<file path="src/csr_pkg.sv">
package csr_pkg;

    // ============================================================
    // Typed widths
    // ============================================================

    typedef logic [31:0] data_word_t;
    typedef logic [11:0] csr_addr_t;
    typedef logic [63:0] counter_t;
    typedef logic [7:0]  trap_cause_t;

    // One bit per writable register, one-hot when a write is pending
    typedef logic [6:0]  csr_wen_t;

    // Standard RISC-V encoding of the two supported modes
    typedef enum logic [1:0] {
        PRIV_USER    = 2'b00,
        PRIV_MACHINE = 2'b11
    } priv_e;

    // Commit-enable bit positions
    localparam int WEN_MSTATUS       = 0;
    localparam int WEN_MTVEC         = 1;
    localparam int WEN_MSCRATCH      = 2;
    localparam int WEN_MEPC          = 3;
    localparam int WEN_MCAUSE        = 4;
    localparam int WEN_MCOUNTINHIBIT = 5;
    localparam int WEN_MCOUNTEREN    = 6;

    // ============================================================
    // CSR addresses
    // ============================================================

    localparam csr_addr_t ADDR_MVENDORID     = 12'hF11;
    localparam csr_addr_t ADDR_MARCHID       = 12'hF12;
    localparam csr_addr_t ADDR_MIMPID        = 12'hF13;
    localparam csr_addr_t ADDR_MHARTID       = 12'hF14;
    localparam csr_addr_t ADDR_MSTATUS       = 12'h300;
    localparam csr_addr_t ADDR_MTVEC         = 12'h305;
    localparam csr_addr_t ADDR_MCOUNTEREN    = 12'h306;
    localparam csr_addr_t ADDR_MCOUNTINHIBIT = 12'h320;
    localparam csr_addr_t ADDR_MSCRATCH      = 12'h340;
    localparam csr_addr_t ADDR_MEPC          = 12'h341;
    localparam csr_addr_t ADDR_MCAUSE        = 12'h342;
    localparam csr_addr_t ADDR_CYCLE         = 12'hC00;
    localparam csr_addr_t ADDR_INSTRET       = 12'hC02;
    localparam csr_addr_t ADDR_CYCLEH        = 12'hC80;
    localparam csr_addr_t ADDR_INSTRETH      = 12'hC82;

    // Identification constants
    localparam data_word_t MVENDORID_VALUE = 32'h0000_0A5E;
    localparam data_word_t MARCHID_VALUE   = 32'h0000_0019;
    localparam data_word_t MIMPID_VALUE    = 32'h0001_0000;

    // mstatus field positions
    localparam int MSTATUS_MIE_BIT  = 3;
    localparam int MSTATUS_MPIE_BIT = 7;
    localparam int MSTATUS_MPP_LSB  = 11;

    // Bits of mcountinhibit and mcounteren, bit 1 is hardwired to zero
    localparam int CNT_CYCLE_BIT   = 0;
    localparam int CNT_INSTRET_BIT = 2;

endpackage : csr_pkg

</file>
<file path="src/csr_access_decode.sv">
`timescale 1ns/1ps

module csr_access_decode #(
    parameter csr_pkg::data_word_t HART_ID = '0
) (
    input  csr_pkg::csr_addr_t  csr_address_i,
    input  logic                csr_write_access_i,
    input  logic                csr_read_access_i,
    input  csr_pkg::priv_e      privilege_i,
    input  csr_pkg::data_word_t mstatus_i,
    input  csr_pkg::data_word_t mtvec_i,
    input  csr_pkg::data_word_t mepc_i,
    input  csr_pkg::data_word_t mcause_i,
    input  csr_pkg::data_word_t mscratch_i,
    input  csr_pkg::data_word_t handler_pc_i,
    input  csr_pkg::counter_t   mcycle_i,
    input  csr_pkg::counter_t   minstret_i,
    input  logic [2:0]          mcountinhibit_i,
    input  logic [2:0]          mcounteren_i,
    output csr_pkg::csr_wen_t   push_wen_o,
    output logic                push_o,
    output csr_pkg::data_word_t csr_data_read_o,
    output logic                illegal_csr_access_o
);

    logic no_csr, cnt_denied, user_mode;
    logic ro_write, machine_denied, illegal;
    logic cnt_sel;

    assign user_mode = (privilege_i == csr_pkg::PRIV_USER);

    // ============================================================
    // Address map
    // ============================================================

    always_comb begin
        push_wen_o      = '0;
        csr_data_read_o = '0;
        no_csr          = 1'b0;
        cnt_sel         = 1'b0;
        cnt_denied      = 1'b0;

        case (csr_address_i)
            // Read-only identification
            csr_pkg::ADDR_MVENDORID: csr_data_read_o = csr_pkg::MVENDORID_VALUE;
            csr_pkg::ADDR_MARCHID:   csr_data_read_o = csr_pkg::MARCHID_VALUE;
            csr_pkg::ADDR_MIMPID:    csr_data_read_o = csr_pkg::MIMPID_VALUE;
            csr_pkg::ADDR_MHARTID:   csr_data_read_o = HART_ID;

            // Machine read-write
            csr_pkg::ADDR_MSTATUS: begin
                csr_data_read_o = mstatus_i;
                push_wen_o[csr_pkg::WEN_MSTATUS] = 1'b1;
            end
            csr_pkg::ADDR_MTVEC: begin
                csr_data_read_o = mtvec_i;
                push_wen_o[csr_pkg::WEN_MTVEC] = 1'b1;
            end
            csr_pkg::ADDR_MCOUNTEREN: begin
                csr_data_read_o = {29'b0, mcounteren_i};
                push_wen_o[csr_pkg::WEN_MCOUNTEREN] = 1'b1;
            end
            csr_pkg::ADDR_MCOUNTINHIBIT: begin
                csr_data_read_o = {29'b0, mcountinhibit_i};
                push_wen_o[csr_pkg::WEN_MCOUNTINHIBIT] = 1'b1;
            end
            csr_pkg::ADDR_MSCRATCH: begin
                csr_data_read_o = mscratch_i;
                push_wen_o[csr_pkg::WEN_MSCRATCH] = 1'b1;
            end
            csr_pkg::ADDR_MEPC: begin
                csr_data_read_o = mepc_i;
                push_wen_o[csr_pkg::WEN_MEPC] = 1'b1;
            end
            csr_pkg::ADDR_MCAUSE: begin
                csr_data_read_o = mcause_i;
                push_wen_o[csr_pkg::WEN_MCAUSE] = 1'b1;
            end

            // User counters, gated by mcounteren in user mode
            csr_pkg::ADDR_CYCLE, csr_pkg::ADDR_CYCLEH: begin
                cnt_sel         = 1'b1;
                cnt_denied      = !mcounteren_i[csr_pkg::CNT_CYCLE_BIT];
                csr_data_read_o = csr_address_i[7] ? mcycle_i[63:32] : mcycle_i[31:0];
            end
            csr_pkg::ADDR_INSTRET, csr_pkg::ADDR_INSTRETH: begin
                cnt_sel         = 1'b1;
                cnt_denied      = !mcounteren_i[csr_pkg::CNT_INSTRET_BIT];
                csr_data_read_o = csr_address_i[7] ? minstret_i[63:32] : minstret_i[31:0];
            end

            default: no_csr = 1'b1;
        endcase
    end

    // Top two address bits set mark a read-only CSR
    assign ro_write = csr_write_access_i & (csr_address_i[11:10] == 2'b11);

    // Bits 9:8 encode the lowest privilege allowed
    assign machine_denied = user_mode & (csr_address_i[9:8] == 2'b11);

    assign illegal = no_csr | ro_write | machine_denied | (user_mode & cnt_sel & cnt_denied);

    assign illegal_csr_access_o = illegal & (csr_write_access_i | csr_read_access_i);
    assign push_o               = csr_write_access_i & !illegal;

endmodule : csr_access_decode

</file>
<file path="src/csr_counters.sv">
`timescale 1ns/1ps

module csr_counters (
    input  logic                clk_i,
    input  logic                rst_n_i,
    input  csr_pkg::csr_wen_t   commit_wen_i,
    input  csr_pkg::data_word_t commit_data_i,
    input  logic                instruction_retired_i,
    output csr_pkg::counter_t   mcycle_o,
    output csr_pkg::counter_t   minstret_o,
    output logic [2:0]          mcountinhibit_o,
    output logic [2:0]          mcounteren_o
);

    csr_pkg::counter_t mcycle_q, minstret_q;
    logic [2:0]        inhibit_q, counteren_q;
    logic [2:0]        ctrl_wdata;

    // Only cycle and instret bits exist
    assign ctrl_wdata = {commit_data_i[csr_pkg::CNT_INSTRET_BIT], 1'b0,
                         commit_data_i[csr_pkg::CNT_CYCLE_BIT]};

    // ============================================================
    // Counter control registers
    // ============================================================

    always_ff @(posedge clk_i) begin
        if (!rst_n_i) begin
            inhibit_q   <= '0;
            counteren_q <= '0;
        end else begin
            if (commit_wen_i[csr_pkg::WEN_MCOUNTINHIBIT]) begin
                inhibit_q <= ctrl_wdata;
            end
            if (commit_wen_i[csr_pkg::WEN_MCOUNTEREN]) begin
                counteren_q <= ctrl_wdata;
            end
        end
    end

    // Free running unless inhibited
    always_ff @(posedge clk_i) begin
        if (!rst_n_i) begin
            mcycle_q   <= '0;
            minstret_q <= '0;
        end else begin
            if (!inhibit_q[csr_pkg::CNT_CYCLE_BIT]) begin
                mcycle_q <= mcycle_q + 1'b1;
            end
            if (instruction_retired_i && !inhibit_q[csr_pkg::CNT_INSTRET_BIT]) begin
                minstret_q <= minstret_q + 1'b1;
            end
        end
    end

    assign mcycle_o        = mcycle_q;
    assign minstret_o      = minstret_q;
    assign mcountinhibit_o = inhibit_q;
    assign mcounteren_o    = counteren_q;

endmodule : csr_counters

</file>
<file path="src/csr_trap_regs.sv">
`timescale 1ns/1ps

module csr_trap_regs (
    input  logic                 clk_i,
    input  logic                 rst_n_i,
    input  csr_pkg::csr_wen_t    commit_wen_i,
    input  csr_pkg::data_word_t  commit_data_i,
    input  logic                 interrupt_request_i,
    input  logic                 exception_i,
    input  logic                 machine_return_instr_i,
    input  csr_pkg::trap_cause_t interrupt_vector_i,
    input  logic [4:0]           exception_vector_i,
    input  csr_pkg::data_word_t  trap_instruction_pc_i,
    output csr_pkg::priv_e       privilege_o,
    output csr_pkg::data_word_t  mstatus_o,
    output csr_pkg::data_word_t  mtvec_o,
    output csr_pkg::data_word_t  mepc_o,
    output csr_pkg::data_word_t  mcause_o,
    output csr_pkg::data_word_t  mscratch_o,
    output csr_pkg::data_word_t  handler_pc_o,
    output logic                 glb_int_enabled_o
);

    csr_pkg::priv_e      priv_q, mpp_q, mpp_wdata;
    logic                mie_q, mpie_q;
    logic                trap;
    csr_pkg::data_word_t mtvec_q, mepc_q, mcause_q, mscratch_q;
    csr_pkg::data_word_t handler_pc_q, tvec_base;

    assign trap = interrupt_request_i | exception_i;

    // MPP only holds legal modes, anything but machine maps to user
    assign mpp_wdata = (commit_data_i[csr_pkg::MSTATUS_MPP_LSB +: 2] == 2'b11) ?
                       csr_pkg::PRIV_MACHINE : csr_pkg::PRIV_USER;

    // ============================================================
    // Privilege and mstatus
    // ============================================================

    always_ff @(posedge clk_i) begin
        if (!rst_n_i) begin
            priv_q <= csr_pkg::PRIV_MACHINE;
            mpp_q  <= csr_pkg::PRIV_USER;
            mie_q  <= 1'b0;
            mpie_q <= 1'b0;
        end else if (trap) begin
            // Enter machine mode with interrupts off
            priv_q <= csr_pkg::PRIV_MACHINE;
            mpp_q  <= priv_q;
            mpie_q <= mie_q;
            mie_q  <= 1'b0;
        end else if (machine_return_instr_i) begin
            priv_q <= mpp_q;
            mpp_q  <= csr_pkg::PRIV_USER;
            mie_q  <= mpie_q;
            mpie_q <= 1'b1;
        end else if (commit_wen_i[csr_pkg::WEN_MSTATUS]) begin
            mie_q  <= commit_data_i[csr_pkg::MSTATUS_MIE_BIT];
            mpie_q <= commit_data_i[csr_pkg::MSTATUS_MPIE_BIT];
            mpp_q  <= mpp_wdata;
        end
    end

    // ============================================================
    // mepc, mcause, mtvec, mscratch
    // ============================================================

    always_ff @(posedge clk_i) begin
        if (!rst_n_i) begin
            mepc_q     <= '0;
            mcause_q   <= '0;
            mtvec_q    <= '0;
            mscratch_q <= '0;
        end else begin
            if (trap) begin
                mepc_q <= trap_instruction_pc_i;
            end else if (commit_wen_i[csr_pkg::WEN_MEPC]) begin
                mepc_q <= {commit_data_i[31:1], 1'b0};
            end

            // Interrupt wins over a simultaneous exception
            if (interrupt_request_i) begin
                mcause_q <= {1'b1, 23'b0, interrupt_vector_i};
            end else if (exception_i) begin
                mcause_q <= {24'b0, csr_pkg::trap_cause_t'(exception_vector_i)};
            end else if (commit_wen_i[csr_pkg::WEN_MCAUSE]) begin
                mcause_q <= commit_data_i;
            end

            if (commit_wen_i[csr_pkg::WEN_MTVEC]) begin
                mtvec_q <= commit_data_i;
            end
            if (commit_wen_i[csr_pkg::WEN_MSCRATCH]) begin
                mscratch_q <= commit_data_i;
            end
        end
    end

    // Handler PC, mode 1 is vectored and offsets interrupts only
    assign tvec_base = {mtvec_q[31:2], 2'b00};

    always_ff @(posedge clk_i) begin
        if (!rst_n_i) begin
            handler_pc_q <= '0;
        end else if (mtvec_q[1:0] == 2'b01 && interrupt_request_i) begin
            handler_pc_q <= tvec_base + {22'b0, interrupt_vector_i, 2'b00};
        end else begin
            handler_pc_q <= tvec_base;
        end
    end

    assign privilege_o       = priv_q;
    assign mstatus_o         = {19'b0, mpp_q, 3'b0, mpie_q, 3'b0, mie_q, 3'b0};
    assign mtvec_o           = mtvec_q;
    assign mepc_o            = mepc_q;
    assign mcause_o          = mcause_q;
    assign mscratch_o        = mscratch_q;
    assign handler_pc_o      = handler_pc_q;
    assign glb_int_enabled_o = mie_q;

    // Trap PCs from the core are always halfword aligned
    a_mepc_aligned: assert property (@(posedge clk_i) disable iff (!rst_n_i)
        !mepc_q[0]);

endmodule : csr_trap_regs

</file>
<file path="src/csr_unit_top.sv">
`timescale 1ns/1ps

module csr_unit_top #(
    parameter int unsigned         BUFFER_DEPTH = 8,
    parameter csr_pkg::data_word_t HART_ID      = '0
) (
    input  logic                 clk_i,
    input  logic                 rst_n_i,
    input  logic                 csr_write_access_i,
    input  logic                 csr_read_access_i,
    input  csr_pkg::csr_addr_t   csr_address_i,
    input  csr_pkg::data_word_t  csr_data_write_i,
    input  logic                 csr_write_validate_i,
    input  logic                 flush_i,
    input  logic                 instruction_retired_i,
    input  logic                 interrupt_request_i,
    input  logic                 exception_i,
    input  csr_pkg::trap_cause_t interrupt_vector_i,
    input  logic [4:0]           exception_vector_i,
    input  csr_pkg::data_word_t  trap_instruction_pc_i,
    input  logic                 machine_return_instr_i,
    output csr_pkg::data_word_t  csr_data_read_o,
    output logic                 illegal_csr_access_o,
    output logic                 buffer_full_o,
    output csr_pkg::data_word_t  handler_pc_o,
    output logic                 glb_int_enabled_o,
    output logic                 current_privilege_o
);

    csr_pkg::csr_wen_t   push_wen, commit_wen;
    csr_pkg::data_word_t commit_data;
    logic                push;
    csr_pkg::priv_e      privilege;
    csr_pkg::data_word_t mstatus, mtvec, mepc, mcause, mscratch;
    csr_pkg::counter_t   mcycle, minstret;
    logic [2:0]          mcountinhibit, mcounteren;

    // High while running in user mode
    assign current_privilege_o = (privilege == csr_pkg::PRIV_USER);

    csr_access_decode #(.HART_ID(HART_ID)) u_decode (
        .csr_address_i(csr_address_i), .csr_write_access_i(csr_write_access_i),
        .csr_read_access_i(csr_read_access_i), .privilege_i(privilege),
        .mstatus_i(mstatus), .mtvec_i(mtvec), .mepc_i(mepc), .mcause_i(mcause),
        .mscratch_i(mscratch), .handler_pc_i(handler_pc_o),
        .mcycle_i(mcycle), .minstret_i(minstret),
        .mcountinhibit_i(mcountinhibit), .mcounteren_i(mcounteren),
        .push_wen_o(push_wen), .push_o(push),
        .csr_data_read_o(csr_data_read_o), .illegal_csr_access_o(illegal_csr_access_o)
    );

    csr_write_buffer #(.BUFFER_DEPTH(BUFFER_DEPTH)) u_buffer (
        .clk_i(clk_i), .rst_n_i(rst_n_i), .flush_i(flush_i),
        .push_i(push), .push_wen_i(push_wen), .push_data_i(csr_data_write_i),
        .validate_i(csr_write_validate_i), .full_o(buffer_full_o),
        .commit_wen_o(commit_wen), .commit_data_o(commit_data)
    );

    csr_trap_regs u_trap (
        .clk_i(clk_i), .rst_n_i(rst_n_i),
        .commit_wen_i(commit_wen), .commit_data_i(commit_data),
        .interrupt_request_i(interrupt_request_i), .exception_i(exception_i),
        .machine_return_instr_i(machine_return_instr_i),
        .interrupt_vector_i(interrupt_vector_i), .exception_vector_i(exception_vector_i),
        .trap_instruction_pc_i(trap_instruction_pc_i),
        .privilege_o(privilege), .mstatus_o(mstatus), .mtvec_o(mtvec), .mepc_o(mepc),
        .mcause_o(mcause), .mscratch_o(mscratch), .handler_pc_o(handler_pc_o),
        .glb_int_enabled_o(glb_int_enabled_o)
    );

    csr_counters u_counters (
        .clk_i(clk_i), .rst_n_i(rst_n_i),
        .commit_wen_i(commit_wen), .commit_data_i(commit_data),
        .instruction_retired_i(instruction_retired_i),
        .mcycle_o(mcycle), .minstret_o(minstret),
        .mcountinhibit_o(mcountinhibit), .mcounteren_o(mcounteren)
    );

endmodule : csr_unit_top

</file>
<file path="src/csr_write_buffer.sv">
`timescale 1ns/1ps

module csr_write_buffer #(
    parameter int unsigned BUFFER_DEPTH = 8
) (
    input  logic                clk_i,
    input  logic                rst_n_i,
    input  logic                flush_i,
    input  logic                push_i,
    input  csr_pkg::csr_wen_t   push_wen_i,
    input  csr_pkg::data_word_t push_data_i,
    input  logic                validate_i,
    output logic                full_o,
    output csr_pkg::csr_wen_t   commit_wen_o,
    output csr_pkg::data_word_t commit_data_o
);

    localparam int PTR_W = $clog2(BUFFER_DEPTH);

    logic [PTR_W-1:0] wr_ptr, rd_ptr;
    logic [PTR_W-1:0] wr_ptr_inc, rd_ptr_inc;
    logic             full_q, empty_q;
    logic             push, pop;

    // Pending writes, enable vector kept next to its data
    csr_pkg::csr_wen_t   wen_mem  [BUFFER_DEPTH];
    csr_pkg::data_word_t data_mem [BUFFER_DEPTH];

    // Depth is a power of two so the pointers wrap on their own
    assign wr_ptr_inc = wr_ptr + 1'b1;
    assign rd_ptr_inc = rd_ptr + 1'b1;

    // A push while full is dropped
    assign push = push_i & !full_q;
    assign pop  = validate_i & !empty_q;

    // ============================================================
    // Pointers and status flags
    // ============================================================

    always_ff @(posedge clk_i) begin
        if (!rst_n_i || flush_i) begin
            wr_ptr  <= '0;
            rd_ptr  <= '0;
            full_q  <= 1'b0;
            empty_q <= 1'b1;
        end else begin
            if (push) begin
                wr_ptr <= wr_ptr_inc;
            end
            if (pop) begin
                rd_ptr <= rd_ptr_inc;
            end

            // Simultaneous push and pop leaves the fill level alone
            case ({push, pop})
                2'b10: begin
                    empty_q <= 1'b0;
                    full_q  <= (wr_ptr_inc == rd_ptr);
                end
                2'b01: begin
                    full_q  <= 1'b0;
                    empty_q <= (rd_ptr_inc == wr_ptr);
                end
                default: ;
            endcase
        end
    end

    // Storage
    always_ff @(posedge clk_i) begin
        if (push) begin
            wen_mem[wr_ptr]  <= push_wen_i;
            data_mem[wr_ptr] <= push_data_i;
        end
    end

    // Head entry goes out only on a pop
    assign commit_wen_o  = pop ? wen_mem[rd_ptr] : '0;
    assign commit_data_o = data_mem[rd_ptr];
    assign full_o        = full_q;

    // The core must respect back-pressure
    a_no_push_when_full: assert property (@(posedge clk_i) disable iff (!rst_n_i)
        !(push_i && full_q));

    // At most one register updates per commit
    a_commit_onehot: assert property (@(posedge clk_i) disable iff (!rst_n_i)
        $onehot0(commit_wen_o));

endmodule : csr_write_buffer

</file>
<file path="config.mk">
export PLATFORM = sky130hd
export DESIGN_NAME = csr_unit_top
export DESIGN_NICKNAME = d
export VERILOG_FILES = /design/src/csr_pkg.sv /design/src/csr_access_decode.sv /design/src/csr_counters.sv /design/src/csr_trap_regs.sv /design/src/csr_unit_top.sv /design/src/csr_write_buffer.sv
export SDC_FILE = /design/constraint.sdc
export NUM_CORES = 1
export LEC_CHECK = 0
export BUFFER_PORTS_ARGS = -buffer_cell sky130_fd_sc_hd__clkbuf_2
export CORE_MARGIN = 3
export CORE_UTILIZATION = 45
export DETAILED_ROUTE_END_ITERATION = 10
export PLACE_DENSITY = 0.68
export SYNTH_ARGS = -nofsm -noshare
export SYNTH_HDL_FRONTEND = slang
export SYNTH_SLANG_ARGS = --single-unit
</file>
<file path="constraint.sdc">
create_clock -name clk_i -period 19 [get_ports clk_i]
set_input_delay 0 -clock clk_i [delete_from_list [all_inputs] [get_ports clk_i]]
set_output_delay 0 -clock clk_i [all_outputs]
set_load 0.05 [all_outputs]
</file>
==> results.md <==
- Run status: complete, no violations
- Largest net degree at the start of global routing: 95
- Crit. End Element: register
- Cells after Synth: 2,226
- Pint: 2.15 mW
- First-pass GRT wire length: 113,000 um
- Core area: 59,100 um2
- Die X: 251 um
- Count of cell types in the netlist: 71
- WP depth: 8
- Met3 Use GR: 4.08%
- Setup crit start kind: register
- Switching power: 566 uW
- Final wirelength: 73,700 um
- Antenna Violating Nets Remaining: 0
- Worst-margin pin slew: 1180 ps
- Max-cap viol count: 0
- GR Layer Usage met1: 31.3%
- Resize count post-CTS: 0
- Layer with the highest usage: met2
- Top cell type's share of synthesized area: 34.8%
- Worst skew pair latency: 650 ps
- Tmin final: 4330 ps
- Total CTS buffers: 61
- Critical path's slowest cell: dfxtp_4
- Period utilization: 22.8%
- Clock transition at path regs: 60 ps
- Met2 usage: 38.4%
- RSZ-0062 raised after global routing: no
- Drt wl/cell: 22.5 um
- 1st-iter DRT viols: 1,952
- Drt pass-1 iters: 8
- Hold Crit Class: in -> reg
- # rows: 89
- Initial antenna violation count: 0
- Reg2Reg Depth: 8
- WHS: 69.7 ps
- Most common library cell in the layout ignoring fill and taps: edfxtp_1
- Synthesized area per cell: 12.1 um2
- GRT Total Usage: 23.1%
- Multi-input logic area: 10,900 um2
- Post-synth top flop: edfxtp_1
- Hold Crit Depth: 3
- Yosys top cell by area: edfxtp_1
- Vias in the first global route: 19.2k
- Post-CTS setup buffers: 0
- Residual DRC: 0
- Sw Share: 20.8%
- Htree depth: 2
- Yosys warns: 0
- CP max FO: 49
- CTS tree: yes
- Slew Viols, Final: 0
- Worst Clk Skew: 34.9 ps
- Clock share of power: 44.9%
- Clk sinks: 619
- Largest cells by area after synthesis: edfxtp_1 35%, dfxtp_1 23%, mux2i_1 7.4%
- Top Ports: 167
- Reg power frac: 51.9%
- Worst vdd ir: 0.0808 mV
- Fill cells: 4,934
- GP Congestion: 0.877
- Combinational fraction of design power: 3.2%
- CP Buf/Inv Count: 3
- Final Net Count: 2,572
- Lkg Pwr: 10.6 nW
- Crit Path Class: reg -> reg
- Most common cell on crit path: dlygate4sd3_1
- Aggregate global routing overflow: 0
- Area Overhead vs Synth: 17.3%
- Via density: 5.89
- Power per cell area: 86.0 nW/um2
- Post-synth EDFFs: 312
- Die area: 62,900 um2
- DIE HEIGHT: 251 um
- Slowest stage delay, CP: 980 ps
- Register area: 15,500 um2
- Most frequent cells in the layout: 312 x edfxtp_1, 304 x dfxtp_1, 233 x nor2_1, 199 x mux2i_1, 174 x nand2_1
- HPWL after DPL: 48,400 um
- Setup TNS: 0 ps
- Relative slew margins: 20.1%
- Flops & latches, synth: 619
- Post-CTS Hold Fix Bufs: 102
- Final Cell Area: 31,600 um2
- Root cell of the clock tree: clkbuf_16
- CP top delay family: buffers and inverters
- Final Hold Viols: 0
- PortBufs: 164
- Asr flop ratio synth: 0%
- Vias: 19.3k
- Layout cells sized above 1: 17.7%
- Antenna diodes: 0
- Crit path DAT: 4830 ps
- Required @ worst endpoint: 19,500 ps
- Initial Util: 45.6%
- Final setup vio count: 0
- Cell Area, Synth: 27,000 um2
- Sequential area share after synthesis: 57.6%
- Highest Clock Rate: 0.231 GHz
- Placed Instance Area: 28,600 um2
- CTS Buffer Depth: 3
- CP cell instances: buf_4 > mux4_2 > mux2_2 > mux2i_1 > o21ai_0 > dlygate4sd3_1 > and3_1 > dlygate4sd3_1
## area by class of cell
type                       instances  area share, %
sequential                       619           49.1
multi-input combinational       1455           34.5
timing repair buffer             298           6.59
clock buffer                      82           5.43
tap                              773           3.06
clock inverter                    25           1.01
inverter                          24          0.301
## cell families (layout without fill, tap and decap cells)
logic type                 Yosys count  after routing  synth area share [%]
AOI/OAI and AO/OA                  258            258                  6.25
xor gates and xnor gates           116            116                  3.77
adders and majority gates           14             14                 0.678
buffers and inverters              153            429                  2.44
DFF                                619            619                  57.6
muxes                              315            315                  15.6
other                                1              2                0.0139
and+or+nand+nor                    750            750                  13.7
## registers in the layout (all words and copies together), names as in the netlist, named ones only
register	count
u_counters.mcounteren_o	2
u_trap.glb_int_enabled_o	1
u_trap.mepc_o	32
u_trap.mtvec_o	32
u_trap.privilege_o	2
u_buffer.wr_ptr	3
u_trap.mcause_o	32
u_buffer.wen_mem	56
u_buffer.full_o	1
u_trap.mpp_q	2
u_trap.handler_pc_o	30
u_counters.minstret_o	64
u_buffer.rd_ptr	3
u_trap.mscratch_o	32
u_buffer.data_mem	256
u_buffer.empty_q	1
u_counters.mcycle_o	64
u_counters.mcountinhibit_o	2
u_trap.mpie_q	1
## routing by layer
layer | wire length (um) | share of wire (%)
met1 | 30600 | 42
met2 | 35500 | 48
met3 | 5530 | 7.5
met4 | 2030 | 2.8
met5 | 0 | 0
## power by group through the flow
stage / combinational [mW] / clock, mW / sequential, mW
after floorplan: 0.0377 / 0 / 1.44
after global placement: 0.0665 / 0 / 1.44
after detailed placement: 0.0691 / 0 / 1.44
after CTS: 0.0866 / 1.24 / 1.41
after global routing: 0.0953 / 1.30 / 1.41
final: 0.0877 / 1.22 / 1.41
## Yosys cell counts, drive strengths merged, types with 30 or more instances
cell type / n
mux4: 80
mux2: 36
clkbuf: 77
nor2: 240
mux2i: 199
o21ai: 77
nand2: 176
dfxtp: 307
or3: 30
edfxtp: 312
buf: 52
nand4: 49
a21oi: 52
xor2: 87
nand3: 102
## worst paths after layout
check        slack, ps             start                endpoint
min                 70  csr_address_i[5]  u_buffer.wen_mem[4][2]
max              14670          register      u_trap.mcause_o[0]
min reg2reg        470  u_buffer.empty_q        u_buffer.empty_q
max reg2reg      14670          register      u_trap.mcause_o[0]
## worst register-to-register path: stages (launching register included)
cell,delay (ps)
dfxtp_4,980
buf_4,690
mux4_2,600
mux2_2,380
mux2i_1,180
o21ai_0,90
dlygate4sd3_1,560
and3_1,160
dlygate4sd3_1,550
## stage by stage
step | power (mW) | util [%] | std cells | worst slack [ps]
floorplan | 1.48 | - | 2227 | 12830
global placement | 1.51 | 48.3 | 3067 | 15350
detailed placement | 1.51 | 48.3 | 3067 | 15140
CTS | 2.74 | 53.5 | 3276 | 14590
global route | 2.80 | 53.5 | 3276 | 14340
finish | 2.72 | 53.5 | 3276 | 14670
Note: power is estimated with default switching activity, not from simulation.
